$ cat src/hw/core_params.svh
`ifndef CORE_PARAMS_SVH
`define CORE_PARAMS_SVH

// data and address width
`define CORE_XLEN 32

// memory depths in 32-bit words
`define CORE_IMEM_DEPTH 64
`define CORE_DMEM_DEPTH 64

// clocks per half UART bit
`define CORE_HALF_BIT_DEFAULT 434

`endif
$ cat src/hw/register_file.sv
`timescale 1ns/1ps
`include "core_params.svh"

module register_file (
    input  logic                  clk,
    input  logic                  rst,
    input  logic [4:0]            rs1,
    input  logic [4:0]            rs2,
    input  logic [4:0]            rd,
    input  logic [`CORE_XLEN-1:0] wd,
    input  logic                  we,
    output logic [`CORE_XLEN-1:0] rs1_data,
    output logic [`CORE_XLEN-1:0] rs2_data,
    output logic [`CORE_XLEN-1:0] test
);
    logic [`CORE_XLEN-1:0] regs [32];

    assign rs1_data = (rs1 == 5'd0) ? '0 : regs[rs1];
    assign rs2_data = (rs2 == 5'd0) ? '0 : regs[rs2];
    // x10 (a0) is the observed result
    assign test     = regs[10];

    always_ff @(posedge clk) begin
        if (rst) begin
            for (int i = 0; i < 32; i++) begin
                regs[i] <= '0;
            end
        end else if (we && rd != 5'd0) begin
            regs[rd] <= wd;
        end
    end

endmodule

$ cat config.mk
export PLATFORM = sky130hd
export DESIGN_NAME = register_file
export DESIGN_NICKNAME = d
export VERILOG_FILES = /design/src/hw/register_file.sv
export VERILOG_INCLUDE_DIRS = /design/src /design/src/hw
export SDC_FILE = /design/constraint.sdc
export NUM_CORES = 2
export LEC_CHECK = 0
export BUFFER_PORTS_ARGS = -buffer_cell sky130_fd_sc_hd__buf_2
export CAP_MARGIN = 30
export CORE_MARGIN = 2
export CORE_UTILIZATION = 57
export CTS_BUF_LIST = sky130_fd_sc_hd__clkbuf_16
export DETAILED_ROUTE_END_ITERATION = 16
export PLACE_DENSITY_LB_ADDON = 0.25
export SLEW_MARGIN = 10
export SYNTH_ARGS = -nofsm -noshare
export SYNTH_HDL_FRONTEND = slang
export SYNTH_SLANG_ARGS = --single-unit
$ cat constraint.sdc
create_clock -name clk -period 4.1 [get_ports clk]
set_input_delay 1.23 -clock clk [delete_from_list [all_inputs] [get_ports clk]]
set_output_delay 1.23 -clock clk [all_outputs]
set_load 0.1 [all_outputs]
==> parameters.txt <==
Parameter                              Value

Routing
  Vias per std cell ... 7.22
  Number of iterations in the first detailed-routing pass ... 8
  Iteration-0 DRC Markers ... 6231
  Remaining number of nets flagged by the antenna check after routing ... 0
  DRC Markers ... 0
  Vias ... 38.1k
  Wire length per cell ... 37.1 um
  Aggregate routed wire length ... 196 mm

Run status
  Outcome ... finished, violations left
  Violated checks ... negative setup slack

GRT
  Global-route wire length before repair ... 275 mm
  Vias in the first global route ... 38.8k
  Grt total ovfl ... 0
  Pin count of the biggest net entering global routing ... 48
  Routing usage on met3 ... 0.112
  Most heavily used metal layer in global routing ... met2
  Total routing resource utilization after global routing ... 0.398
  Met2 track demand over resource ... 0.608
  Number of antenna violations at the first check in global routing ... 14
  Global Route met1 Usage ... 0.518

Placement
  Routability cong. ... 0.934
  Final HPWL DP ... 118 mm
  Post-Place Setup Slack ... -0.628 ns
  Inst Count DP ... 4939
  PortBufs ... 145

Yosys
  Share of flip-flops with an asynchronous set or reset ... 0
  Cell area after synthesis ... 54100 um2
  Most common cell in the netlist ... edfxtp_1
  Gate count of the mapped netlist ... 3493
  Most used DFF post-synth ... edfxtp_1
  Synth area leader ... edfxtp_1
  Post-synth top area share ... 0.568
  Register bit count reported by yosys ... 1024
  Warnings, synthesis ... 0
  Number of different library cells in the post-synthesis netlist ... 44
  Ranking of synthesized cells by area ... edfxtp_1 (57%), mux4_2 (20%), and2_1 (11%), mux2i_1 (2.7%), clkbuf_1 (1.9%)
  Sequential share of the synthesized area ... 0.568
  Top cells by count, synth ... edfxtp_1 (1024), and2_1 (995), mux4_2 (475), clkbuf_1 (280), mux2i_1 (146)
  Average footprint of a synthesized cell ... 15.5 um2
  Post-synth EDFFs ... 1024

Floorplanning
  Total number of placement rows ... 113
  Starting Density ... 0.572
  Horizontal die dimension ... 312 um
  Ports placed on the boundary ... 146
  Die height ... 312 um
  Core Footprint ... 94600 um2
  Die area ... 97500 um2

Timing
  Final critical-path share of the clock period ... 1.08
  Final min period ... 4.42 ns
  Worst Tran Pin Value ... 0.865 ns
  Achievable clock frequency ... 0.226 GHz
  Unrepaired setup endpoints after global routing ... true
  Slew Viols, Final ... 0
  Final hold violations ... 0
  Relative slew slack ... 0.422
  Hold_ws ... 1.15 ns
  Setup violation total in the final timing report ... 64
  Crit path setup slack, layout ... -0.323 ns

Flow run
  Number of maximum-capacitance violations ... 0

Hold path
  Tightest Hold Check Type ... primary input to flip-flop

Power and ir drop
  Worst IR drop on VDD ... 416 uV
  LEAKAGE ... 24.8 nW
  Power density over the cells ... 403 nW/um2

Clock network
  TritonCTS buffer count ... 107
  Number of H-tree branching levels ... 3
  Clock root buffer ... clkbuf_16
  Max Buffers Root-to-Sink ... 3
  Clk pin slew, worst setup/hold paths ... 0.06 ns
  Clk sink count ... 1024
  Clock tree from TritonCTS ... built

Critical path
  CP Max Fanout ... 7
  Capture point of the critical path ... rs1_data[19]
  Data arrival time of the worst path ... 3.19 ns
  Crit path capture type ... output port
  Critical path startpoint ... rs1[1]
  Data required, critical path ... 2.87 ns
  Startpoint kind of the worst setup timing path ... primary input
  Kind of critical path ... primary input to output port

Final layout
  Nets ... 3968
  Signed area change from the synthesized netlist to the final layout ... 28.0%
  Layout cell share with drive strength beyond 1 ... 0.417
  Flip-flop count of the largest register after layout ... 1024
  Biggest register ... regs
  Largest registers ranked by flip-flop count ... regs (1024)
  Non-filler instance count after layout ... 5283
critical path, stage by stage:
cell     delay [ns]
buf_16         0.15
buf_12         0.15
mux4_2         0.50
mux4_2         0.58
o22ai_4        0.29
nor3_4         0.09
buf_12         0.18
power breakdown:
part           leakage (nW)  internal, mW  switching (mW)
registers              9.75          12.1           0.363
clock network          1.79          5.70            4.23
logic                  13.3          2.38            3.14
total                  24.8          20.2            7.73
cells in the final DEF (no fill, tap or decap), types with 27 or more instances in the layout:
cell,synthesis,routed
buf_12,0,193
edfxtp_1,1024,1024
buf_2,52,74
a22o_4,0,27
conb_1,1,32
buf_16,0,49
mux4_2,475,475
buf_4,26,283
or2_2,33,33
buf_6,15,40
mux2i_1,146,126
o22ai_4,0,32
nor2_2,0,32
clkbuf_16,0,118
o22ai_2,0,28
and2_1,995,993
nor3_4,0,55
final cells by class:
class,count,area (um2)
Fill cell,5308,25300
Tap cell,1265,1580
Inverter,1,3.75
Timing Repair Buffer,669,8750
Multi-Input combinational cell,2115,24700
Clock buffer,111,2780
Antenna cell,10,25.0
Sequential cell,1024,30700
Clock inverter,88,749
through the flow:
stage,util,total power [mW],area [um2],TNS (ns)
after detailed placement,0.645,17.2,61000,-33.23
after floorplan,-,15.5,56000,-15.81
after CTS,0.723,27.6,68400,-13.76
after global placement,0.645,17.1,61000,-32.04
after global routing,0.732,28.4,69300,-14.73
final,0.733,27.9,69300,-13.95
how the worst min path moves through the flow:
stage	slack [ns]	startpoint	cells past startpoint	to
6_report	1.15	wd[11]	2	regs[24][11]
5_1_grt	1.17	wd[11]	2	regs[6][11]
4_1_cts	1.12	wd[11]	2	regs[24][11]
3_5_place_dp	1.84	wd[11]	2	regs[27][11]
3_3_place_gp	1.83	wd[11]	2	regs[26][11]
2_1_floorplan	1.43	wd[31]	1	regs[1][31]
layer usage:
| layer | vias up | wire length [um] |
|---|---|---|
| li1 | 14400 | - |
| met1 | 19300 | 63700 |
| met5 | - | 84 |
| met3 | 759 | 28300 |
| met2 | 3627 | 90400 |
| met4 | 14 | 13400 |
cell families after synthesis:
| family | synth area share |
|---|---|
| compound gates | 0.0360 |
| buf+inv | 0.0319 |
| flops | 0.568 |
| mux | 0.232 |
| other cells | 0.0000693 |
| simple gates | 0.132 |
repair_timing:
| action | CTS | global route |
|---|---|---|
| resized for setup | 398 | 128 |
| buffers inserted | 71 | 54 |
| cloned | 41 | 7 |
| endpoints found under the setup margin | 64 | 64 |
| pin swaps | 120 | 93 |
| hold buffers | 0 | 0 |
Note: power is estimated with default switching activity, not from simulation.
