## config.mk

```make
export PLATFORM = sky130hd
export DESIGN_NAME = fetch
export DESIGN_NICKNAME = d
export VERILOG_FILES = /design/src/hw/core_pkg.sv /design/src/hw/fetch.sv
export VERILOG_INCLUDE_DIRS = /design/src /design/src/hw
export SDC_FILE = /design/constraint.sdc
export NUM_CORES = 2
export LEC_CHECK = 0
export ABC_CLOCK_PERIOD_IN_PS = 8300
export BUFFER_PORTS_ARGS = -buffer_cell sky130_fd_sc_hd__buf_2
export CORE_ASPECT_RATIO = 1.4
export CORE_MARGIN = 4
export CORE_UTILIZATION = 55
export DETAILED_ROUTE_END_ITERATION = 16
export GPL_TIMING_DRIVEN = 1
export PLACE_DENSITY_LB_ADDON = 0.08
export REMOVE_ABC_BUFFERS = 1
export SYNTH_ARGS = -nofsm -noshare
export SYNTH_HDL_FRONTEND = slang
export SYNTH_SLANG_ARGS = --single-unit
export TNS_END_PERCENT = 5
```

## constraint.sdc

```tcl
create_clock -name clk -period 8.3 [get_ports clk]
set_clock_uncertainty 0.2 [all_clocks]
set_input_delay 0 -clock clk [delete_from_list [all_inputs] [get_ports clk]]
set_output_delay 0 -clock clk [all_outputs]
set_load 0.02 [all_outputs]
```

## src/hw/core_params.svh

```systemverilog
`ifndef CORE_PARAMS_SVH
`define CORE_PARAMS_SVH

// data and address width
`define CORE_XLEN 32

// memory depths in 32-bit words
`define CORE_IMEM_DEPTH 64
`define CORE_DMEM_DEPTH 64

// clocks per half UART bit
`define CORE_HALF_BIT_DEFAULT 434

`endif
```

## src/hw/core_pkg.sv

```systemverilog
package core_pkg;

    // sequencer state, one per clock
    typedef enum logic [2:0] {
        st_fetch  = 3'd0,
        st_decode = 3'd1,
        st_exec   = 3'd2,
        st_mem    = 3'd3,
        st_wb     = 3'd4,
        st_out    = 3'd5
    } state_t;

    typedef enum logic [3:0] {
        alu_add    = 4'd0,
        alu_sub    = 4'd1,
        alu_and    = 4'd2,
        alu_or     = 4'd3,
        alu_xor    = 4'd4,
        alu_slt    = 4'd5,
        alu_pass_b = 4'd6
    } alu_op_t;

    // major opcodes, custom0 carries out
    typedef enum logic [6:0] {
        opc_lui     = 7'b0110111,
        opc_op_imm  = 7'b0010011,
        opc_op      = 7'b0110011,
        opc_load    = 7'b0000011,
        opc_store   = 7'b0100011,
        opc_branch  = 7'b1100011,
        opc_jal     = 7'b1101111,
        opc_custom0 = 7'b0001011
    } opcode_t;

    // second ALU operand source
    typedef enum logic [1:0] {
        src_reg = 2'd0,
        src_imm = 2'd1,
        src_pc4 = 2'd2
    } operand_src_t;

endpackage

```

## src/hw/fetch.sv

```systemverilog
`timescale 1ns/1ps
`include "core_params.svh"

module fetch #(
    localparam int aw = $clog2(`CORE_IMEM_DEPTH)
) (
    input  logic                  clk,
    input  core_pkg::state_t      state,
    input  logic [`CORE_XLEN-1:0] pc,
    input  logic                  imem_we,
    input  logic [aw-1:0]         imem_addr,
    input  logic [31:0]           imem_wdata,
    output logic [31:0]           instr
);
    import core_pkg::*;

    logic [31:0] imem [`CORE_IMEM_DEPTH];

    // load port, only used while the core sits in reset
    always_ff @(posedge clk) begin
        if (imem_we) begin
            imem[imem_addr] <= imem_wdata;
        end
    end

    always_ff @(posedge clk) begin
        if (state == st_fetch) begin
            instr <= imem[pc[2 +: aw]];
        end
    end

endmodule

```

==> results.cfg <==
[power_and_ir_drop]
fin_total_pwr_mw = 21.0
p_sw_frac = 0.205
power_density_mw_per_mm2 = 239
combPwrFrac = 0.046
leakage_nw = 26.8
power.switching_mw = 4.31
clkPwrFrac = 0.399
sequentialPowerShare = 0.555
p_int_mw = 16.7
vdd_drop_max_uv = 220

[worst_hold_path]
whs_path_depth = 4
min_path_type = in2reg

[yosys]
netlist_area_mm2 = 0.0784
synthTopCellsByCount = 2080 x edfxtp_1, 511 x mux4_2, 126 x a22oi_1, 100 x clkbuf_1, 70 x nor2_1
syn-mean-instance-area_um2 = 23.4
synth-seq-cells = 2080
ys.flop_type = edfxtp_1
yosys.area.top_type_share = 0.797
synth_edf_count = 2080
seq_area_frac_synth = 0.797
yosys.area_share.simple = 0.0171
syn_inst = 3343
synth_compound_area_frac = 0.0279
ys_top_cells_by_area = edfxtp_1 80%, mux4_2 15%, a22oi_1 1.2%
synth_cell_types = 35
yosysMostFrequentCell = edfxtp_1
netlist.top_cell.by_area = edfxtp_1
yosys.area_share.xor_xnor = 0
async_flop_share = 0
synth_adder_area_share = 0
yosys-mux-area-fraction = 0.147
synth_top_family_by_area = multiplexers
yosysWarnings = 0

[drt]
vias = 37100
routed_wl_mm = 197
drc_errors = 0
wl_per_cell_um = 35.0
firstDrtPassIters = 5
drtAntennaViolNets = 0
drt_iter0_drc = 4174
viasPerCell = 6.60

[outcome]
status = finished clean

[job]
max_cap_viol_count = 0

[clock_tree]
cts_buffers = 187
postCtsSetupRepairBufs = 0
cts_root_buffer = clkbuf_16
cts.sinks = 2080
tritoncts = done
insertion_delay_ns = 0.82
cts_hold_buffers = 40
cts_buffer_depth = 3
clk_pin_slew_ns = 0.06
ctsResizeCount = 0
htreeDepth = 4

[global_route]
antenna_found_initial = 18
grtUsageTotal = 0.270
grt_pass1_vias = 38300
grt_pass1_wl_mm = 280
grt-ovfl-total = 0
grt_max_degree = 115

[cells_and_area]
drive_above_1_share = 0.276
nets = 3631
final_core_util = 0.622
regArea_mm2 = 0.0625
multi_input_area_mm2 = 0.0156
area_delta_synth_final_pct = 12.2
fillers = 9592

[worst_setup_path]
cp_max_fo = 71
cp.arrival_ns = 4.11
crit_required_ns = 8.78
reg2reg_depth = 5
critical_path_class = in2reg
setup.worst_path.start_class = primary input
worstSetupEndpointType = flip-flop

[timing]
finalSetupTns_ns = 0
setup_viol = 0
maxSlewViolCount = 0
hold_ws_ns = 0.0884
rsz0062_at_grt = no
min_period_ns = 3.62
slew_headroom = 0.207
max_freq_mhz = 276
finalHoldViolations = 0
fin_crit_sh = 0.437
worst_pin_slew_ns = 1.19

[floorplan]
core_area_mm2 = 0.141
die_x_um = 327
ioPinCount = 107
rows = 163
die_y_um = 455
initial_utilization = 0.555
die_area_mm2 = 0.149

[placement]
post-dp-hpwl_mm = 100
routabilityCongestion = 0.764
port-buffer-count = 80
==> power by group through the flow <==
stage / Clock [mW] / Sequential [mW] / Combinational (mW)
floorplan: 0 / 11.9 / 0.412
global route: 8.96 / 11.7 / 1.02
global placement: 0 / 11.9 / 0.924
finish: 8.38 / 11.7 / 0.961
detailed placement: 0 / 11.9 / 0.954
CTS: 8.53 / 11.7 / 0.971
==> logic make-up (layout without fill, tap and decap cells) <==
family / Yosys count / count (layout)
other: 0 / 11
AOI/OAI and AO/OA: 294 / 294
and+or+nand+nor: 263 / 263
muxes: 513 / 513
DFF: 2080 / 2080
buffers and inverters: 193 / 564
==> placed cells by master, fill, tap and decap left out, drive strengths merged <==
cell type and instances:
nand3b 4, or4 2, clkbuf 241, or3b 1, nor3 5, nand4 2, nand3 66, mux4 511
a2111oi 4, and3 29, nor2b 39, nand2b 10, buf 177, edfxtp 2080, nand4b 1, clkinv 78
a21oi 18, clkinvlp 7, bufinv 14, inv 7, mux2i 2, diode 11, dlygate4sd3 40, or2 6
a22oi 126, o21ai 1, o211a 1, a211oi 27, o22ai 59, nor2 70, nand2 21, or3 3
and2 3, nor3b 1, o221ai 58
==> critical path, stage by stage <==
cell and delay, ns:
dlygate4sd3_1 0.57, buf_8 0.54, buf_4 0.73, nand2b_1 0.38
buf_4 0.47, o22ai_1 0.13, or3_1 0.40, o21ai_0 0.37
and3_1 0.26
==> path summary, 6_finish.rpt <==
path	from	endpoint	slack, ns
hold reg to reg	imem[37][18]	instr[18]	0.70
setup reg to reg	imem[43][13]	instr[13]	5.53
setup / recovery	pc[3]	instr[24]	4.68
hold / removal	imem_addr[4]	imem[52][13]	0.09
==> metrics by stage <==
stage	instances	setup slack, ns	instance area (um^2)
global route	5613	4.75	87900
floorplan	3150	5.09	77500
global placement	5224	4.44	81600
finish	5622	4.68	88000
detailed placement	5224	4.40	81600
CTS	5611	4.87	87900
==> state kept, by name (all words and copies together), names as in the netlist <==
| name | count |
|---|---|
| imem | 2048 |
| instr | 32 |
==> area by class of cell <==
class                   instances  area share
diodes                         11    0.000313
repair buffers                217      0.0183
well taps                    1897      0.0270
flip-flops and latches       2080       0.710
clock buffers                 241      0.0572
multi-input cells            1070       0.177
clock inverters               106      0.0100
==> layer usage <==
metal	vias up	GRT usage	wire length (um)	part of all wire
met2	1558	0.461	102000	0.52
met3	305	0.0490	14800	0.075
met1	20300	0.368	75400	0.38
met4	4	0.0683	5000	0.025
met5	-	0	23	0.00012
li1	14900	-	-	-
(Power assumes the default switching activity.)
