**src/hw/core_params.svh**
```systemverilog
`ifndef CORE_PARAMS_SVH
`define CORE_PARAMS_SVH

// data and address width
`define CORE_XLEN 32

// memory depths in 32-bit words
`define CORE_IMEM_DEPTH 64
`define CORE_DMEM_DEPTH 64

// clocks per half UART bit
`define CORE_HALF_BIT_DEFAULT 434

`endif
```
**src/hw/core_pkg.sv**
```systemverilog
package core_pkg;

    // sequencer state, one per clock
    typedef enum logic [2:0] {
        st_fetch  = 3'd0,
        st_decode = 3'd1,
        st_exec   = 3'd2,
        st_mem    = 3'd3,
        st_wb     = 3'd4,
        st_out    = 3'd5
    } state_t;

    typedef enum logic [3:0] {
        alu_add    = 4'd0,
        alu_sub    = 4'd1,
        alu_and    = 4'd2,
        alu_or     = 4'd3,
        alu_xor    = 4'd4,
        alu_slt    = 4'd5,
        alu_pass_b = 4'd6
    } alu_op_t;

    // major opcodes, custom0 carries out
    typedef enum logic [6:0] {
        opc_lui     = 7'b0110111,
        opc_op_imm  = 7'b0010011,
        opc_op      = 7'b0110011,
        opc_load    = 7'b0000011,
        opc_store   = 7'b0100011,
        opc_branch  = 7'b1100011,
        opc_jal     = 7'b1101111,
        opc_custom0 = 7'b0001011
    } opcode_t;

    // second ALU operand source
    typedef enum logic [1:0] {
        src_reg = 2'd0,
        src_imm = 2'd1,
        src_pc4 = 2'd2
    } operand_src_t;

endpackage

```
**src/hw/mem_stage.sv**
```systemverilog
`timescale 1ns/1ps
`include "core_params.svh"

module mem_stage #(
    localparam int aw = $clog2(`CORE_DMEM_DEPTH)
) (
    input  logic                  clk,
    input  core_pkg::state_t      state,
    input  logic                  mem_read,
    input  logic                  mem_write,
    input  logic                  reg_write,
    input  logic [4:0]            rd,
    input  logic [`CORE_XLEN-1:0] alu_result,
    input  logic [`CORE_XLEN-1:0] store_data,
    output logic                  wb_en,
    output logic [4:0]            wb_reg,
    output logic [`CORE_XLEN-1:0] wb_data
);
    import core_pkg::*;

    logic [`CORE_XLEN-1:0] dmem [`CORE_DMEM_DEPTH];
    logic [aw-1:0]         word;

    // word address, byte offset ignored
    assign word = alu_result[2 +: aw];

    always_ff @(posedge clk) begin
        if (state == st_mem) begin
            if (mem_write) begin
                dmem[word] <= store_data;
            end
            wb_en   <= reg_write;
            wb_reg  <= rd;
            wb_data <= mem_read ? dmem[word] : alu_result;
        end
    end

endmodule

```
**config.mk**
```make
export PLATFORM = sky130hd
export DESIGN_NAME = mem_stage
export DESIGN_NICKNAME = d
export VERILOG_FILES = /design/src/hw/core_pkg.sv /design/src/hw/mem_stage.sv
export VERILOG_INCLUDE_DIRS = /design/src /design/src/hw
export SDC_FILE = /design/constraint.sdc
export NUM_CORES = 2
export LEC_CHECK = 0
export BUFFER_PORTS_ARGS = -buffer_cell sky130_fd_sc_hd__buf_2
export CAP_MARGIN = 20
export CORE_MARGIN = 4
export CORE_UTILIZATION = 67
export DETAILED_ROUTE_END_ITERATION = 16
export PLACE_DENSITY_LB_ADDON = 0.25
export SKIP_LAST_GASP = 1
export SLEW_MARGIN = 20
export SYNTH_ARGS = -nofsm -noshare
export SYNTH_HDL_FRONTEND = slang
export SYNTH_SLANG_ARGS = --single-unit
```
**constraint.sdc**
```tcl
create_clock -name clk -period 12.3 [get_ports clk]
set_input_delay 2.46 -clock clk [delete_from_list [all_inputs] [get_ports clk]]
set_output_delay 2.46 -clock clk [all_outputs]
set_load 0.03 [all_outputs]
```
==> impl_results.md <==
* Outcome: complete, no violations
* WL/cell at 40.5 um
* Post_cts resized at 0
* Placed insts at 5771
* VDD IR max at 0.143 mV
* Max Cap Violations at 0
* CP endpoint: wb_data[25]
* Count leader, synth: edfxtp_1
* # hold bufs at CTS at 0
* Global-route wire length before repair at 347000 um
* Initial Utilization at 0.678
* Initial antenna violation count at 21
* Die Y-Extent at 354 um
* CTS root buf: clkbuf_16
* CTS Buf Count at 197
* CP Class: primary input to register
* Crit. End Element: register
* Tot Pwr at 14.4 mW
* Max Clock Freq at 0.156 GHz
* Worst reg2reg endpoint: wb_data[31]
* Placer Congestion at 0.900
* Max reg flops at 2048
* Reg-to-reg startpoint: dmem[27][31]
* Syn. warnings at 0
* Worst-Margin Slew at 1250 ps
* Nets at 4447
* Post-place setup slack at 5390 ps
* Via count at 47300
* Sinks on Clock Net at 2086
* Worst Setup Start Kind: primary input
* Mean area per synthesized cell at 19.2 um^2
* Core Rows at 126
* Max clock buf depth at 3
* CP cell instances: buf_8, buf_4, inv_6, buf_12, nand2_1, a21oi_1, nor3_1, o2111ai_1, o32a_1
* Hold Crit Class: register to register
* Net Count, Synth at 4251
* Final hold vios at 0
* Die ar. at 125000 um^2
* Most used DFF post-synth: edfxtp_1
* DP HPWL at 139000 um
* Crit path launch: alu_result[2]
* Routed WL at 249000 um
* GR Overflow Total at 0
* Clock Skew at 36.2 ps
* Clock insertion delay at the later pin of the skew report at 810 ps
* RSZ-0062 raised after global routing: no
* Synth cell count leaders: edfxtp_1 (2086), a221oi_1 (226), mux2i_1 (223)
* Synth-to-Final Area Change at 11.3%
* Synth area leaders: edfxtp_1 (78%), mux4_2 (4.5%), mux2i_1 (2.8%), a221oi_1 (2.5%), mux2_2 (2.3%)
* Largest area contributor in the netlist: edfxtp_1
* DR iter-0 viols at 9600
* Fillers at 6348
* Post-route insts no fill at 6143
* Relative slew slack at 0.168
* R2r setup slk at 8800 ps
* P_leak at 28.3 nW
* Vias in the first global route at 45100
* Pre-antenna DRT Iters at 9
* Postcts setup bufs at 0
* Clock slew at the register clock pins of the worst setup and hold paths at 60 ps
* CP peak stage delay at 680 ps
* Setup violators final at 0
* Setup TNS Final at 0 ps
* Worst path slowest cell: nor3_1
* Cells on worst reg2reg path at 6
* TritonCTS clock tree: built
* Port Buf Inserts at 113
* DR DRC count at 0
* Synthesized instance count at 4175
* Netlist area before placement at 80200 um^2
* Share of cells above drive strength 1 at 0.212
* WP data arrival at 6980 ps
* H-Tree Depth at 4
* PD cells at 161 nW/um^2
* Crit path required time at 12850 ps
* Sequential-to-total area share from yosys stat at 0.781
* Post-synth cell types at 67
* Number of flops mapped to enable cells by yosys at 2086
* Die width at 354 um
* # IOs at 114
* #FFs+latches synth at 2086
* Final worst setup slack at 5870 ps
* Top-area cell type share of the netlist area at 0.781
* Pin count of the biggest net entering global routing at 113
* Minimum clock period at 6430 ps
* Critical path peak fanout at 99
* Global-route usage over all layers at 0.397
* Crit share post-route at 0.523
* Ys async rst share at 0
* DRT antenna net count at 0
* Via density per instance at 7.70
* Post-layout util at 0.754
* Final Max Slew Viols at 0
* Core area at 118000 um^2
==> area by class of cell <==
| class | count | area [um^2] | share of cell area |
|---|---|---|---|
| Sequential cell | 2086 | 62600 | 0.701 |
| Multi-Input combinational cell | 1800 | 16500 | 0.185 |
| Clock buffer | 247 | 5200 | 0.0583 |
| Timing Repair Buffer | 282 | 2110 | 0.0236 |
| Tap cell | 1600 | 2000 | 0.0224 |
| Clock inverter | 113 | 798 | 0.00894 |
| Antenna cell | 11 | 27.5 | 0.000308 |
| Inverter | 4 | 23.8 | 0.000266 |
==> worst max-delay path, delay by kind of cell <==
family                 cells  cell delay, ps
buffers and inverters      4            1510
AOI/OAI and AO/OA          3            1500
and+or+nand+nor            2            1030
==> metrics by stage <==
step,hold WS [ps],instance area (um^2)
3_5_place_dp,725,83300
5_1_grt,788,89300
6_report,731,89300
3_3_place_gp,731,83000
2_1_floorplan,693,80200
4_1_cts,733,89300
==> layer usage <==
| layer | wire, um | share of wire | vias up | GRT usage |
|---|---|---|---|---|
| li1 | - | - | 17900 | - |
| met1 | 79800 | 0.32 | 23400 | 0.546 |
| met2 | 107000 | 0.43 | 5101 | 0.561 |
| met3 | 47600 | 0.19 | 927 | 0.170 |
| met4 | 14300 | 0.058 | 18 | 0.181 |
| met5 | 175 | 0.00070 | - | 0 |
==> worst min-delay path by stage <==
stage / startpoint / end / slack [ps] / depth (start not counted)
finish: dmem[35][0] / wb_data[0] / 730 / 3
global route: dmem[35][0] / wb_data[0] / 790 / 3
CTS: dmem[35][0] / wb_data[0] / 730 / 3
detailed placement: dmem[35][0] / wb_data[0] / 730 / 3
global placement: dmem[35][0] / wb_data[0] / 730 / 3
floorplan: dmem[35][0] / wb_data[0] / 690 / 3
==> power breakdown <==
group          leakage, nW  internal [mW]  switching, mW
logic                 6.61          0.222          0.597
clock network         2.94           3.17           2.56
registers             18.7           7.84        0.00789
total                 28.3           11.2           3.16
==> kinds of logic (layout without fill, tap and decap cells) <==
| logic type | after synthesis | after routing | share of synthesized area |
|---|---|---|---|
| buffers and inverters | 289 | 646 | 0.0209 |
| muxes | 552 | 552 | 0.0966 |
| other | 0 | 11 | 0 |
| DFF | 2086 | 2086 | 0.781 |
| and+or+nand+nor | 358 | 358 | 0.0196 |
| AOI/OAI and AO/OA | 890 | 890 | 0.0821 |
==> layout by cell type, fill, tap and decap left out, drive strengths merged, types with 5 or more instances in the layout <==
cell and count:
clkinv 93, edfxtp 2086, a21oi 98, mux4 161
buf 281, a31oi 23, clkbuf 248, a221oi 227
nand2b 5, a22o 28, o32a 18, a41oi 6
a32oi 5, o22ai 91, o211ai 12, nor2 197
o2bb2ai 12, o221ai 6, nor2b 6, a22oi 156
nand4 9, mux2 168, a222oi 8, nor3 13
o22a 11, o2111ai 6, diode 11, nand2 71
o21ai 114, a211oi 10, inv 12, mux2i 223
a221o 37, and3 14, and2 7, nand3 17
bufinv 9
No activity file was read; power rests on OpenSTA's default activity.
