===== config.mk =====
export PLATFORM = sky130hd
export DESIGN_NAME = decode
export DESIGN_NICKNAME = d
export VERILOG_FILES = /design/src/hw/core_pkg.sv /design/src/hw/decode.sv
export VERILOG_INCLUDE_DIRS = /design/src /design/src/hw
export SDC_FILE = /design/constraint.sdc
export NUM_CORES = 1
export LEC_CHECK = 0
export BUFFER_PORTS_ARGS = -buffer_cell sky130_fd_sc_hd__buf_2
export CAP_MARGIN = 20
export CORE_MARGIN = 2
export CORE_UTILIZATION = 48
export CTS_CLUSTER_SIZE = 14
export DETAILED_ROUTE_END_ITERATION = 10
export PLACE_DENSITY = 0.86
export SLEW_MARGIN = 20
export SYNTH_ARGS = -nofsm -noshare
export SYNTH_HDL_FRONTEND = slang
export SYNTH_SLANG_ARGS = --single-unit
export TNS_END_PERCENT = 100

===== constraint.sdc =====
create_clock -name clk -period 4.4 [get_ports clk]
set_clock_uncertainty 0.1 [all_clocks]
set_input_delay 0.88 -clock clk [delete_from_list [all_inputs] [get_ports clk]]
set_output_delay 0.88 -clock clk [all_outputs]
set_load 0.02 [all_outputs]

===== src/hw/core_params.svh =====
`ifndef CORE_PARAMS_SVH
`define CORE_PARAMS_SVH

// data and address width
`define CORE_XLEN 32

// memory depths in 32-bit words
`define CORE_IMEM_DEPTH 64
`define CORE_DMEM_DEPTH 64

// clocks per half UART bit
`define CORE_HALF_BIT_DEFAULT 434

`endif

===== src/hw/core_pkg.sv =====
package core_pkg;

    // sequencer state, one per clock
    typedef enum logic [2:0] {
        st_fetch  = 3'd0,
        st_decode = 3'd1,
        st_exec   = 3'd2,
        st_mem    = 3'd3,
        st_wb     = 3'd4,
        st_out    = 3'd5
    } state_t;

    typedef enum logic [3:0] {
        alu_add    = 4'd0,
        alu_sub    = 4'd1,
        alu_and    = 4'd2,
        alu_or     = 4'd3,
        alu_xor    = 4'd4,
        alu_slt    = 4'd5,
        alu_pass_b = 4'd6
    } alu_op_t;

    // major opcodes, custom0 carries out
    typedef enum logic [6:0] {
        opc_lui     = 7'b0110111,
        opc_op_imm  = 7'b0010011,
        opc_op      = 7'b0110011,
        opc_load    = 7'b0000011,
        opc_store   = 7'b0100011,
        opc_branch  = 7'b1100011,
        opc_jal     = 7'b1101111,
        opc_custom0 = 7'b0001011
    } opcode_t;

    // second ALU operand source
    typedef enum logic [1:0] {
        src_reg = 2'd0,
        src_imm = 2'd1,
        src_pc4 = 2'd2
    } operand_src_t;

endpackage


===== src/hw/decode.sv =====
`timescale 1ns/1ps
`include "core_params.svh"

module decode (
    input  logic                  clk,
    input  logic                  rst,
    input  core_pkg::state_t      state,
    input  logic [31:0]           instr,
    output logic [`CORE_XLEN-1:0] imm,
    output core_pkg::alu_op_t     alu_op,
    output logic                  alu_src_imm,
    output logic                  alu_src_pc,
    output logic                  is_branch,
    output logic                  branch_ne,
    output logic                  is_jal,
    output logic                  mem_read,
    output logic                  mem_write,
    output logic                  reg_write,
    output logic                  is_out,
    output logic [4:0]            rs1,
    output logic [4:0]            rs2,
    output logic [4:0]            rd
);
    import core_pkg::*;

    opcode_t    opc;
    logic [2:0] f3;
    logic       f3_ok;

    assign opc   = opcode_t'(instr[6:0]);
    assign f3    = instr[14:12];
    assign f3_ok = f3 inside {3'b000, 3'b010, 3'b100, 3'b110, 3'b111};

    function automatic alu_op_t funct_alu(input logic [2:0] f, input logic sub);
        case (f)
            3'b010:  return alu_slt;
            3'b100:  return alu_xor;
            3'b110:  return alu_or;
            3'b111:  return alu_and;
            default: return sub ? alu_sub : alu_add;
        endcase
    endfunction

    always_ff @(posedge clk) begin
        if (rst) begin
            alu_op      <= alu_add;
            alu_src_imm <= 1'b0;
            alu_src_pc  <= 1'b0;
            is_branch   <= 1'b0;
            branch_ne   <= 1'b0;
            is_jal      <= 1'b0;
            mem_read    <= 1'b0;
            mem_write   <= 1'b0;
            reg_write   <= 1'b0;
            is_out      <= 1'b0;
        end else if (state == st_decode) begin
            // defaults give a no-op for anything not listed
            alu_op      <= alu_add;
            alu_src_imm <= 1'b0;
            alu_src_pc  <= 1'b0;
            is_branch   <= 1'b0;
            branch_ne   <= f3[0];
            is_jal      <= 1'b0;
            mem_read    <= 1'b0;
            mem_write   <= 1'b0;
            reg_write   <= 1'b0;
            is_out      <= 1'b0;
            imm         <= {{20{instr[31]}}, instr[31:20]};
            case (opc)
                opc_lui: begin
                    alu_op      <= alu_pass_b;
                    alu_src_imm <= 1'b1;
                    reg_write   <= 1'b1;
                    imm         <= {instr[31:12], 12'b0};
                end
                opc_op_imm: begin
                    alu_op      <= funct_alu(f3, 1'b0);
                    alu_src_imm <= 1'b1;
                    reg_write   <= f3_ok;
                end
                opc_op: begin
                    alu_op    <= funct_alu(f3, instr[30]);
                    reg_write <= f3_ok;
                end
                opc_load: begin
                    alu_src_imm <= 1'b1;
                    mem_read    <= (f3 == 3'b010);
                    reg_write   <= (f3 == 3'b010);
                end
                opc_store: begin
                    alu_src_imm <= 1'b1;
                    mem_write   <= (f3 == 3'b010);
                    imm         <= {{20{instr[31]}}, instr[31:25], instr[11:7]};
                end
                opc_branch: begin
                    // beq and bne only
                    is_branch <= (f3[2:1] == 2'b00);
                    imm       <= {{19{instr[31]}}, instr[31], instr[7],
                                  instr[30:25], instr[11:8], 1'b0};
                end
                opc_jal: begin
                    is_jal     <= 1'b1;
                    alu_src_pc <= 1'b1;
                    reg_write  <= 1'b1;
                    imm        <= {{11{instr[31]}}, instr[31], instr[19:12],
                                   instr[20], instr[30:21], 1'b0};
                end
                opc_custom0: is_out <= 1'b1;
                default: ;
            endcase
        end
    end

    // register indices are plain fields
    always_ff @(posedge clk) begin
        if (state == st_decode) begin
            rs1 <= instr[19:15];
            rs2 <= instr[24:20];
            rd  <= instr[11:7];
        end
    end

endmodule


==> metrics <==
Core Region ~4800 µm²; CTS tree built; total gr overflow 0; power density over the cells around 370 nW/µm²; RSZ-0062 raised after global routing false; setup_tns 0 ps; Final ANT Viol Nets 0; Hold Vio Cnt, Final 0; library cells used by synthesis 41; MaxCap Viol Count 0; startpoint types input port; r2r startpoint is_out; Peak VDD IR slightly below 0.2 mV; Area Overhead vs Synth 28.0%; Post-Syn Nets 211; top-area cell type share of the netlist area 0.590; Slew Viols, Final 0; share of layout cells above drive strength 1 0.423; leak pwr between 1 and 1.5 nW; Clk pwr share 0.364; initial core utilization 0.503; first-pass GRT wire length between 7000 and 8000 µm; per-cell routed wire length ~15 µm; Cell Area, Synth about 2400 µm²; synth cell count leaders edfxtp_1, a21o_1, nand2_1, nor2_1, dfxtp_1; wl on met1 2090 µm; worst skew pair latency between 300 and 400 ps; worst-margin pin slew slightly above 900 ps; Clock Root Buffer clkbuf_8; Post-synth EDFFs 47; Remaining DRCs 0; Critical Path RT about 4600 ps; arrival time worst endpoint around 2700 ps; CP Max Fanout 26; Setup Fix Bufs, Post-CTS 0; Hold Crit Start is_branch; CP max stage cell inv_1; Mean Syn Cell Area roughly 14 µm²; clock buffer depth 2; Max transition margin 0.385; num ports 97; routed length on met3 305 µm; yosys warns 0; largest net degree at the start of global routing 33; Sink Count 58; Final nets 306; height of the die 74.6 µm; sequential element share of the synthesized area 0.682; fill cell count 389; IO Port Bufs 95; sw power roughly 0.26 mW; die area roughly 5600 µm²; ys flop type edfxtp_1; Reg clk slew, reported paths approximately 60 ps; count leader, synth edfxtp_1; Sw Ratio 0.223; final worst-path setup slack 1890 ps; CP Cell Sequence buf_2 -> or3b_1 -> inv_1 -> nand2_1 -> a21oi_1; Yosys top cell by area edfxtp_1; Tmin final around 2500 ps; GRT Resource Usage Total 0.177; top cells by area, synth edfxtp_1, dfxtp_1, a21o_1; post_cts resized 0; Hold Slack approximately 360 ps; first-pass detailed-route iteration total 4; WL met2 around 2500 µm; #FFs+latches synth 58; WS Path Type input port to flip-flop; placed insts 325; Max Used Layer met4; Int Power approximately 0.9 mW; vias in the first global route roughly 1600; combinational cell fraction of total power 0.097; status finished, final reports clean; Finish-stage setup viols 0; Async S/R FF share, synth 0; Placement Setup Slack about 1500 ps; CP Launch Point state[1]; gpl congestion between 0.8 and 0.9; # rows 25; Reg power frac 0.539; vias between 1500 and 2000; drt total wl around 5000 µm; initial antenna violation count 0; Setup crit end kind flip-flop; CTS Buf Count 9; slowest cell delay on critical path ~750 ps; Hold Path Class flip-flop to flip-flop; vias per cell approximately 5.1; Final Instance Count excl. Fillers between 300 and 400; Tot Pwr between 1 and 1.5 mW; antenna cells 0; # hold bufs at CTS 0; gate count of the mapped netlist between 150 and 200; die width about 75 µm; Post-DP HPWL around 3600 µm; initial DRC count between 80 and 90; period utilization 0.571; H-tree Lvls 3; Max Fclk ~400 MHz
-- through the flow --
stage / cell area (µm²) / utilization
after detailed placement: 2890 / 0.608
after global placement: 2890 / 0.608
after CTS: 3060 / 0.644
final: 3060 / 0.644
after floorplan: 2390 / -
after global routing: 3060 / 0.644
-- path summary, 6_finish.rpt --
kind                            slack, ps         to  depth (start not counted)
worst max-delay path                 1890     is_jal                          5
worst min-delay path                  360  is_branch                          2
worst max register to register       3560     is_out                          3
worst min register to register        360  is_branch                          2
-- routing by layer --
metal,up-vias,GRT usage
met5,-,0
met4,0,0.0893
met3,8,0.0415
met2,81,0.289
met1,830,0.223
li1,832,-
-- flip-flops by register name (all words and copies together) (netlist names) --
signal / count
alu_src_imm: 1
is_out: 1
branch_ne: 1
imm: 32
rs2: 5
mem_write: 1
is_branch: 1
reg_write: 1
rs1: 5
alu_op: 3
is_jal: 1
rd: 5
mem_read: 1
-- cell type report --
cell class,count,area (µm²),share of cell area
clock buffers,16,170,0.0556
inverters,2,7.51,0.00245
multi-input cells,102,687,0.224
flip-flops and latches,58,1630,0.533
well taps,67,83.8,0.0274
repair buffers,96,483,0.158
-- power groups by stage --
stage	combinational [mW]	sequential [mW]	clock, mW
2_1_floorplan	0.0415	0.653	0
3_3_place_gp	0.109	0.629	0
3_5_place_dp	0.111	0.629	0
4_1_cts	0.112	0.618	0.428
5_1_grt	0.121	0.619	0.449
6_report	0.111	0.618	0.418
-- logic make-up after synthesis --
kind of cell	share of synthesized area
and+or+nand+nor	0.143
buffers and inverters	0.0345
xor gates and xnor gates	0.00732
muxes	0.00418
DFF	0.682
other	0.00157
AOI/OAI and AO/OA	0.128
-- placed cells by master (no fill, tap or decap), types with 2 or more instances in the layout --
| cell type | count |
|---|---|
| buf_2 | 95 |
| edfxtp_1 | 47 |
| a21o_1 | 20 |
| nand2_1 | 15 |
| nor2_1 | 11 |
| dfxtp_1 | 11 |
| clkbuf_8 | 11 |
| nor2b_1 | 9 |
| a21oi_1 | 7 |
| clkbuf_1 | 5 |
| a22o_1 | 4 |
| nor3_2 | 3 |
| or3b_1 | 2 |
| nand4_1 | 2 |
| a21oi_2 | 2 |
| inv_1 | 2 |
| nor3_1 | 2 |
| nand4b_1 | 2 |
| a31oi_1 | 2 |
-- critical path, delay by kind of cell --
kind	cells	cell delay (ps)
compound gates	1	170
buf+inv	2	840
simple gates	2	760
Note: power is estimated with default switching activity, not from simulation.
