**config.mk**
```make
export PLATFORM = sky130hd
export DESIGN_NAME = uart_tx
export DESIGN_NICKNAME = d
export VERILOG_FILES = /design/src/hw/uart_tx.sv
export VERILOG_INCLUDE_DIRS = /design/src /design/src/hw
export SDC_FILE = /design/constraint.sdc
export NUM_CORES = 1
export LEC_CHECK = 0
export BUFFER_PORTS_ARGS = -buffer_cell sky130_fd_sc_hd__buf_2
export CAP_MARGIN = 30
export CORE_ASPECT_RATIO = 0.7
export CORE_MARGIN = 1.5
export CORE_UTILIZATION = 60
export CTS_CLUSTER_DIAMETER = 60
export DETAILED_ROUTE_END_ITERATION = 8
export GPL_TIMING_DRIVEN = 0
export PLACE_DENSITY = 0.93
export SYNTH_ARGS = -nofsm -noshare
export SYNTH_HDL_FRONTEND = slang
export SYNTH_SLANG_ARGS = --single-unit
```
**constraint.sdc**
```tcl
create_clock -name clk -period 3.1 [get_ports clk]
set_input_delay 0.155 -clock clk [delete_from_list [all_inputs] [get_ports clk]]
set_output_delay 0.155 -clock clk [all_outputs]
set_load 0.03 [all_outputs]
```
**src/hw/core_params.svh**
```systemverilog
`ifndef CORE_PARAMS_SVH
`define CORE_PARAMS_SVH

// data and address width
`define CORE_XLEN 32

// memory depths in 32-bit words
`define CORE_IMEM_DEPTH 64
`define CORE_DMEM_DEPTH 64

// clocks per half UART bit
`define CORE_HALF_BIT_DEFAULT 434

`endif
```
**src/hw/uart_tx.sv**
```systemverilog
`timescale 1ns/1ps
`include "core_params.svh"

module uart_tx #(
    parameter int clk_per_half_bit = `CORE_HALF_BIT_DEFAULT
) (
    input  logic       clk,
    input  logic       rst,
    input  logic [7:0] data,
    input  logic       start,
    output logic       busy,
    output logic       tx
);
    localparam int bit_clks = 2 * clk_per_half_bit;
    localparam int cw       = $clog2(bit_clks);

    logic [cw-1:0] clk_cnt;
    logic [3:0]    bit_cnt;
    logic [9:0]    frame;
    logic          bit_end;

    assign bit_end = (clk_cnt == cw'(bit_clks - 1));
    // idle line is high
    assign tx      = busy ? frame[0] : 1'b1;

    //////////////////////////////////////////////////
    // bit timing
    //////////////////////////////////////////////////
    always_ff @(posedge clk) begin
        if (rst) begin
            busy    <= 1'b0;
            clk_cnt <= '0;
            bit_cnt <= '0;
        end else if (!busy) begin
            if (start) begin
                busy    <= 1'b1;
                clk_cnt <= '0;
                bit_cnt <= '0;
            end
        end else if (bit_end) begin
            clk_cnt <= '0;
            // ten bits including start and stop
            if (bit_cnt == 4'd9) begin
                busy <= 1'b0;
            end else begin
                bit_cnt <= bit_cnt + 4'd1;
            end
        end else begin
            clk_cnt <= clk_cnt + 1'b1;
        end
    end

    //////////////////////////////////////////////////
    // shift frame, LSB first
    //////////////////////////////////////////////////
    always_ff @(posedge clk) begin
        if (!busy && start) begin
            frame <= {1'b1, data, 1'b0};
        end else if (busy && bit_end) begin
            frame <= {1'b1, frame[9:1]};
        end
    end

endmodule

```
==> flow_summary_export.csv, run 1 <==
group,metric,value,unit
run_status,outcome,"finished, final reports clean",
timing,finalCritPeriodShare,68.3,%
timing,setup_viol,0,
timing,hold_viol,0,
power,power_density,440,mW/mm^2
min_path,hold_class,"in -> reg",
cts,clock-root-buffer,"clkbuf_4",
run,maxCapViolCount,0,
cts,numCtsBuffers,3,
cts,htreeDepth,1,
cells_and_area,antennaDiodeCount,0,
floorplanning,initial_core_util,65.9,%
timing,hold_ws,0.0642,ns
cells_and_area,nFillCells,137,
floorplanning,design.die.area,0.00240,mm^2
yosys,ys_ff_latch,24,
placement,io_buffers,11,
power,p_leak,0.000562,uW
critical_path,worstPathArrival,2.38,ns
timing,fin_ws,0.983,ns
critical_path,cp.required,3.36,ns
route,ant_nets,0,
route,drt_first_pass_iters,4,
critical_path,critPathMaxFanout,10,
cts,hold_buffers,0,
cts,clk_path_buf_depth,2,
yosys,synth_area,0.00126,mm^2
timing,slew_viol_final,0,
route,first_iter_violations,45,
cts,clock-sinks,24,
cts,clk_pin_slew,0.12,ns
yosys,yosys_warnings,0,
floorplanning,die_h,41.4,um
route,wl,2.64,mm
power,vdd_drop_max,0.000429,V
yosys,synth_cell_type_count,44,
timing,skew,0.0122,ns
route,wl_per_cell,15.9,um
grt,grt_max_degree,15,
critical_path,end_kind,"flip-flop",
grt,antenna_found_initial,0,
cts,worstSkewPairLatency,0.33,ns
cells_and_area,drive_gt1_share,20.1,%
route,remaining_drc_errors,0,
yosys,synth_cells,129,
timing,slew_headroom,68.2,%
floorplanning,core,0.00192,mm^2
critical_path,worst_setup_path_start_kind,"flip-flop",
cts,postCtsSetupBuffers,0,
yosys,syn_nets,143,
route,vias_per_cell,6.56,
timing,tns,0,ns
cells_and_area,area_growth,10.7,%
grt,grt_pass1_vias,1003,
floorplanning,num_rows,13,
cells_and_area,finalNetCount,159,
grt,grt_pass1_wl,4.49,mm
timing,rsz0062_at_grt,"no",
yosys,syn_area_per_cell,9.81,um^2
placement,gp_congestion,0.846,
floorplanning,top_level_ports,13,
yosys,synth_seq_area_share,44.3,%
placement,dp_hpwl,1.93,mm
route,dr_total_vias,1089,
timing,tightest_slew,0.475,ns
critical_path,path_class,"reg -> reg",
grt,grtUsageTotal,24.7,%
min_path,min_path_cells,2,
placement,place_ws,1.01,ns
timing,fmax,0.472,GHz
cts,cts_tree,"built",
critical_path,r2r_cells,6,
cts,cts-resized-gates,0,
timing,fin_crit,2.12,ns
floorplanning,die_x,57.9,um
grt,overflow,0,
==> report_power, final <==
part           internal (uW)  switching [uW]  leakage, uW
Sequential               335            3.27     0.000208
Combinational           18.7            31.5     0.000327
Clock                    131            96.8    0.0000279
==> registers in the layout, summed over array words and instances, names as in the netlist <==
| signal | flops |
|---|---|
| clk_cnt | 10 |
| frame | 9 |
| bit_cnt | 4 |
| busy | 1 |
==> stage by stage <==
step                instance area (um^2)  util (%)  instances  power [uW]
floorplan                           1260         -        129         378
global route                        1400      72.9        166         641
global placement                    1350      70.2        162         392
detailed placement                  1350      70.2        162         395
CTS                                 1400      72.9        166         619
finish                              1400      72.9        166         616
==> path summary, 6_finish.rpt <==
path / start / to / slack [ns]
worst max-delay path: clk_cnt[0]$_SDFFE_PP0P_ / bit_cnt[2]$_SDFFE_PP0P_ / 0.98
worst min-delay path: rst / clk_cnt[2]$_SDFFE_PP0P_ / 0.06
worst max register to register: clk_cnt[0]$_SDFFE_PP0P_ / bit_cnt[2]$_SDFFE_PP0P_ / 0.98
worst min register to register: frame[1]$_DFFE_PP_ / frame[0]$_SDFFE_PP0P_ / 0.48
==> layout by cell type, fill, tap and decap left out, drive strengths merged, types with 3 or more instances in the layout <==
cell    count
nor2        8
a21oi       7
nor4        4
nand2b      3
edfxtp      8
a21o        5
a22o        7
and3        4
dfxtp      16
nand3       5
inv         4
o21ai       9
ha          3
nand2      10
clkbuf      3
buf        16
==> cells in the mapped netlist, drive strengths merged <==
cell type / instances / area [um^2]
a211oi: 1 / 7.51
a21o: 5 / 37.5
a21oi: 7 / 35.0
a22o: 7 / 61.3
a22oi: 1 / 7.51
a31oi: 1 / 6.26
and2: 1 / 6.26
and3: 4 / 26.3
and3b: 2 / 18.8
and4: 2 / 18.8
buf: 5 / 33.8
dfxtp: 16 / 320
edfxtp: 8 / 240
ha: 3 / 37.5
inv: 4 / 15.0
mux2i: 1 / 10.0
nand2: 10 / 37.5
nand2b: 3 / 18.8
nand3: 5 / 25.0
nand3b: 2 / 15.0
nand4: 2 / 12.5
nand4b: 2 / 17.5
nor2: 8 / 30.0
nor2b: 1 / 6.26
nor3: 2 / 10.0
nor3b: 2 / 15.0
nor4: 4 / 31.3
nor4b: 1 / 8.76
o2111ai: 1 / 8.76
o21ai: 9 / 45.0
o22ai: 1 / 6.26
o311ai: 1 / 26.3
or3: 2 / 13.8
or3b: 1 / 8.76
or4: 1 / 11.3
or4b: 1 / 13.8
or4bb: 1 / 12.5
xnor2: 1 / 8.76
==> worst max-delay path, stage by stage (launching register included) <==
cell and delay (ns):
dfxtp_1 0.38, ha_1 0.29, or4b_4 0.53, nor4_1 0.37, buf_4 0.25, nand3_1 0.09, a21oi_1 0.14
==> routing by layer <==
metal	track usage [%]	vias up	part of all wire (%)
li1	-	522	-
met1	33.3	504	46
met2	37.7	56	43
met3	6.85	7	8.6
met4	9.30	0	1.8
met5	0	-	0
==> area by class of cell <==
class | instances | area (um^2) | share of cell area (%)
Sequential cell | 24 | 561 | 40.0
Clock inverter | 1 | 30.0 | 2.14
Timing Repair Buffer | 11 | 55.1 | 3.93
Multi-Input combinational cell | 96 | 656 | 46.8
Buffer | 5 | 33.8 | 2.41
Clock buffer | 3 | 22.5 | 1.61
Tap cell | 22 | 27.5 | 1.97
Inverter | 4 | 15.0 | 1.07
==> logic make-up after synthesis <==
group	count (synthesis)	synth area share, %
buf+inv	9	3.86
simple gates	57	28.3
compound gates	34	19.1
xor+xnor	1	0.693
mux	1	0.791
fa+ha+maj	3	2.97
flops	24	44.3
(Power assumes the default switching activity.)
==> run 2: changes to the inputs <==
--- a/config.mk
+++ b/config.mk
@@ -10,11 +10,11 @@
 export CAP_MARGIN = 30
 export CORE_ASPECT_RATIO = 0.7
 export CORE_MARGIN = 1.5
-export CORE_UTILIZATION = 60
+export CORE_UTILIZATION = 51
 export CTS_CLUSTER_DIAMETER = 60
 export DETAILED_ROUTE_END_ITERATION = 8
 export GPL_TIMING_DRIVEN = 0
-export PLACE_DENSITY = 0.93
+export PLACE_DENSITY = 0.85
 export SYNTH_ARGS = -nofsm -noshare
 export SYNTH_HDL_FRONTEND = slang
 export SYNTH_SLANG_ARGS = --single-unit
==> constraint.sdc (replaced) <==
create_clock -name clk -period 1.8 [get_ports clk]
set_input_delay 0.09 -clock clk [delete_from_list [all_inputs] [get_ports clk]]
set_output_delay 0.09 -clock clk [all_outputs]
set_load 0.03 [all_outputs]
==> flow_summary_export.csv, run 2 (synthesis results as in run 1) <==
group,metric,value,unit
route,dr_total_vias,1121,
placement,dp_hpwl,2.03,mm
critical_path,path_class,"reg -> reg",
placement,place_inst,172,
cts,htreeDepth,1,
route,first_iter_violations,123,
critical_path,path_cells,"ha_4, or4b_4, o311ai_4, buf_6, o21ai_1, a21o_1",
route,wl_per_cell,16.0,um
cells_and_area,drive_gt1_share,29.6,%
critical_path,end_kind,"flip-flop",
cells_and_area,area_growth,19.9,%
route,vias_per_cell,6.09,
cells_and_area,reg.largest.list,"clk_cnt (10), frame (9), bit_cnt (4)",
cells_and_area,finalNetCount,167,
route,remaining_drc_errors,0,
floorplanning,die_h,44.7,um
timing,fmax,0.551,GHz
critical_path,crit_slowest_cell,"or4b_4",
min_path,hold_class,"in -> reg",
cells_and_area,final_cell_mix,"dfxtp_1, buf_2, nand2_1",
cts,worstSkewPairLatency,0.33,ns
critical_path,cpPeakStageDelay,0.51,ns
grt,overflow,0,
floorplanning,top_level_ports,13,
timing,tightest_slew,0.478,ns
floorplanning,die_x,62.5,um
placement,placed_cell_area,0.00136,mm^2
timing,slew_viol_final,0,
placement,gp_congestion,0.877,
cells_and_area,nFillCells,193,
cts,clk_pin_slew,0.13,ns
timing,fin_crit,1.81,ns
grt,grt_pass1_vias,1057,
route,ant_nets,0,
grt,grt_max_degree,14,
cells_and_area,design_area,0.00152,mm^2
cells_and_area,seq_area,566,um^2
cts,cts_tree,"built",
cells_and_area,finalNonFillerCells,184,
floorplanning,initial_core_util,56.4,%
power,vdd_drop_max,0.000492,V
cts,numCtsBuffers,3,
run,maxCapViolCount,0,
timing,slew_headroom,68.0,%
floorplanning,num_rows,14,
floorplanning,design.die.area,0.00279,mm^2
cells_and_area,final_common_cell,"dfxtp_1",
timing,finalCritPeriodShare,101,%
timing,hold_viol,0,
cts,clock-root-buffer,"clkbuf_4",
critical_path,worst_setup_path_start_kind,"flip-flop",
critical_path,cp.required,2.04,ns
run_status,outcome,"complete, but fails checks",
cts,clock-sinks,24,
timing,tns,-0.0455,ns
cells_and_area,multi_input_area,707,um^2
cells_and_area,antennaDiodeCount,0,
grt,grtUsageTotal,23.6,%
cts,clk_path_buf_depth,2,
floorplanning,core,0.00224,mm^2
power,p_leak,0.000604,uW
placement,io_buffers,11,
cells_and_area,top_register,"clk_cnt",
grt,grt_pass1_wl,5.00,mm
timing,setup_viol,4,
critical_path,worstPathArrival,2.06,ns
power,p_total,938,uW
route,wl,2.95,mm
placement,place_ws,-0.253,ns
grt,antenna_found_initial,0,
cells_and_area,largest_register_ffs,10,
timing,rsz0062_at_grt,"yes",
route,drt_first_pass_iters,4,
timing,fin_ws,-0.0142,ns
timing,skew,0.00477,ns
power,power_density,619,mW/mm^2
run_status,violations,"setup timing",
critical_path,critPathMaxFanout,5,
run 2: layer usage:
metal,share of wire [%],track usage (%),wire (um),vias up
li1,-,-,-,538
met1,47,31.6,1390,544
met2,46,38.5,1370,32
met3,4.7,5.34,138,7
met4,1.7,8.00,51,0
met5,0,0,0,-
run 2: through the flow:
| stage | hold WS, ns | utilization (%) |
|---|---|---|
| floorplan | 0.273 | - |
| global placement | 0.343 | 60.8 |
| detailed placement | 0.353 | 60.8 |
| CTS | 0.00263 | 66.7 |
| global route | 0.0464 | 67.6 |
| finish | 0.0428 | 67.6 |
run 2: path summary, 6_finish.rpt:
check	from	end	slack, ns	depth (start not counted)
worst max-delay path	clk_cnt[0]$_SDFFE_PP0P_	clk_cnt[9]$_SDFFE_PP0P_	-0.01	6
worst min-delay path	data[7]	frame[8]$_DFFE_PP_	0.04	3
worst max register to register	clk_cnt[0]$_SDFFE_PP0P_	clk_cnt[9]$_SDFFE_PP0P_	-0.01	6
worst min register to register	frame[0]$_SDFFE_PP0P_	frame[0]$_SDFFE_PP0P_	0.46	2
run 2: final cells by class:
class	count	share of cell area [%]
clock buffers	3	1.49
clock inverters	1	0.248
repair buffers	19	8.25
multi-input cells	96	46.6
well taps	32	2.64
plain buffers	5	2.48
flip-flops and latches	24	37.3
inverters	4	0.990
run 2: power by group:
| part | switching [uW] | total, uW | internal (uW) |
|---|---|---|---|
| registers | 6.61 | 583 | 576 |
| logic | 60.2 | 103 | 42.3 |
| clock network | 172 | 253 | 81.6 |
run 2: timing repair:
item,CTS,global route
gates cloned,1,0
hold buffers,0,1
buffers inserted,6,0
pin swaps,7,6
setup endpoints to repair,25,25
resized for setup,16,3
hold endpoints to repair,0,1
run 2: worst max-delay path, delay by kind of cell, from the launching register on:
family                     cells  cell delay, ns
AOI/OAI and AO/OA              3            0.52
adders and majority gates      1            0.14
buffers and inverters          1            0.17
DFF                            1            0.39
and+or+nand+nor                1            0.51
==> run 3: changes to the inputs <==
--- a/config.mk
+++ b/config.mk
@@ -9,7 +9,7 @@
 export BUFFER_PORTS_ARGS = -buffer_cell sky130_fd_sc_hd__buf_2
 export CAP_MARGIN = 30
 export CORE_ASPECT_RATIO = 0.7
-export CORE_MARGIN = 1.5
+export CORE_MARGIN = 8
 export CORE_UTILIZATION = 51
 export CTS_CLUSTER_DIAMETER = 60
 export DETAILED_ROUTE_END_ITERATION = 8
==> flow_summary_export.csv, run 3 (synthesis results as in run 1) <==
group,metric,value,unit
floorplanning,die_h,57.7,um
floorplanning,die_x,75.5,um
timing,finalCritPeriodShare,99.9,%
critical_path,end_kind,"flip-flop",
critical_path,crit_path_end,"clk_cnt[5]$_SDFFE_PP0P_",
cts,clk_path_buf_depth,2,
grt,antenna_found_initial,0,
timing,slew_headroom,65.2,%
timing,tightest_slew,0.520,ns
timing,tns,0,ns
placement,dp_hpwl,2.07,mm
cells_and_area,antennaDiodeCount,0,
min_path,worstHoldStart,"rst",
route,wl_per_cell,16.3,um
timing,hold_viol,0,
cts,cts_tree,"built",
route,drt_first_pass_iters,4,
cells_and_area,largest_register_ffs,10,
critical_path,timing.rr.start,"clk_cnt[0]$_SDFFE_PP0P_",
route,remaining_drc_errors,0,
timing,slew_viol_final,0,
critical_path,reg2reg_slack,0.002,ns
power,power_density,602,mW/mm^2
timing,rsz0062_at_grt,"yes",
timing,fin_ws,0.00240,ns
floorplanning,design.die.area,0.00436,mm^2
placement,place_ws,-0.228,ns
critical_path,worstPathArrival,2.02,ns
cells_and_area,top_register,"clk_cnt",
cells_and_area,reg.largest.list,"clk_cnt (10), frame (9), bit_cnt (4)",
cells_and_area,drive_gt1_share,32.9,%
grt,grtUsageTotal,13.4,%
min_path,hold_class,"in -> reg",
route,ant_nets,0,
cells_and_area,final_cell_mix,"dfxtp_1, buf_2, buf_4",
critical_path,cp.required,2.02,ns
route,vias_per_cell,5.97,
timing,fin_crit,1.80,ns
critical_path,path_class,"reg -> reg",
cells_and_area,nFillCells,220,
cts,worstSkewPairLatency,0.31,ns
run,maxCapViolCount,0,
cells_and_area,seq_area,567,um^2
cells_and_area,multi_input_area,726,um^2
grt,grt_pass1_wl,4.59,mm
grt,overflow,0,
floorplanning,initial_core_util,52.7,%
route,wl,3.03,mm
timing,setup_viol,0,
floorplanning,num_rows,15,
route,dr_total_vias,1111,
critical_path,r2r_cells,6,
grt,grt_pass1_vias,1018,
power,p_leak,0.000613,uW
run_status,outcome,"finished, final reports clean",
grt,grt_max_degree,13,
cells_and_area,area_growth,21.0,%
cts,numCtsBuffers,3,
cts,htreeDepth,1,
cts,clk_pin_slew,0.13,ns
critical_path,rr_endpoint,"clk_cnt[5]$_SDFFE_PP0P_",
power,vdd_drop_max,0.000403,V
floorplanning,core,0.00240,mm^2
cells_and_area,finalNetCount,168,
critical_path,worst_setup_path_start_kind,"flip-flop",
min_path,min_path_cells,2,
route,first_iter_violations,108,
critical_path,crit_start,"clk_cnt[0]$_SDFFE_PP0P_",
cells_and_area,finalNonFillerCells,186,
floorplanning,top_level_ports,13,
placement,gp_congestion,0.872,
cts,clock-sinks,24,
placement,place_inst,174,
cts,clock-root-buffer,"clkbuf_4",
critical_path,critPathMaxFanout,5,
timing,skew,0.0103,ns
cells_and_area,final_common_cell,"dfxtp_1",
placement,io_buffers,11,
timing,fmax,0.556,GHz
==> run 3: cell type report <==
type                    count  area share [%]
plain buffers               5            2.21
multi-input cells          96            47.4
clock buffers               3            1.47
repair buffers             20            8.09
inverters                   4           0.981
well taps                  34            2.78
flip-flops and latches     24            37.0
==> run 3: layer usage <==
layer  vias up  global-route usage, %  wire length (um)
li1        539                      -                 -
met1       538                   17.5              1390
met2        32                   21.6              1500
met3         2                   4.13               140
met4         0                   1.63                 7
met5         -                      0                 0
==> run 3: critical path, cell delays in order, from the launching register on <==
cell and delay, ns:
dfxtp_4 0.38, ha_4 0.13, or4b_4 0.51, o311ai_4 0.28
buf_6 0.18, o21ai_2 0.06, a21o_1 0.18
==> run 3: where the power goes <==
part	switching [uW]	internal, uW
combinational	62.1	42.7
clock	156	78.3
sequential	6.33	576
total	224	697
==> run 3: per-stage QoR <==
stage / total power [uW] / cell area (um^2) / hold WS (ns) / utilization, %
floorplan: 651 / 1270 / 0.273 / -
global placement: 676 / 1370 / 0.344 / 56.8
detailed placement: 681 / 1370 / 0.353 / 56.8
CTS: 922 / 1470 / 0.000385 / 61.0
global route: 949 / 1530 / 0.0121 / 63.7
finish: 921 / 1530 / 0.0143 / 63.7
==> run 3: timing repair <==
item | in CTS | in global routing
buffers inserted | 5 | 2
hold buffers | 0 | 0
pin swaps | 5 | 8
endpoints found under the setup margin | 25 | 24
resized for setup | 11 | 11
gates cloned | 1 | 1
==> run 3: worst min path at each step <==
stage	end	slack, ns
global placement	bit_cnt[2]$_SDFFE_PP0P_	0.34
global route	clk_cnt[4]$_SDFFE_PP0P_	0.01
detailed placement	bit_cnt[2]$_SDFFE_PP0P_	0.35
finish	bit_cnt[2]$_SDFFE_PP0P_	0.01
floorplan	frame[8]$_DFFE_PP_	0.27
CTS	clk_cnt[4]$_SDFFE_PP0P_	0.0004
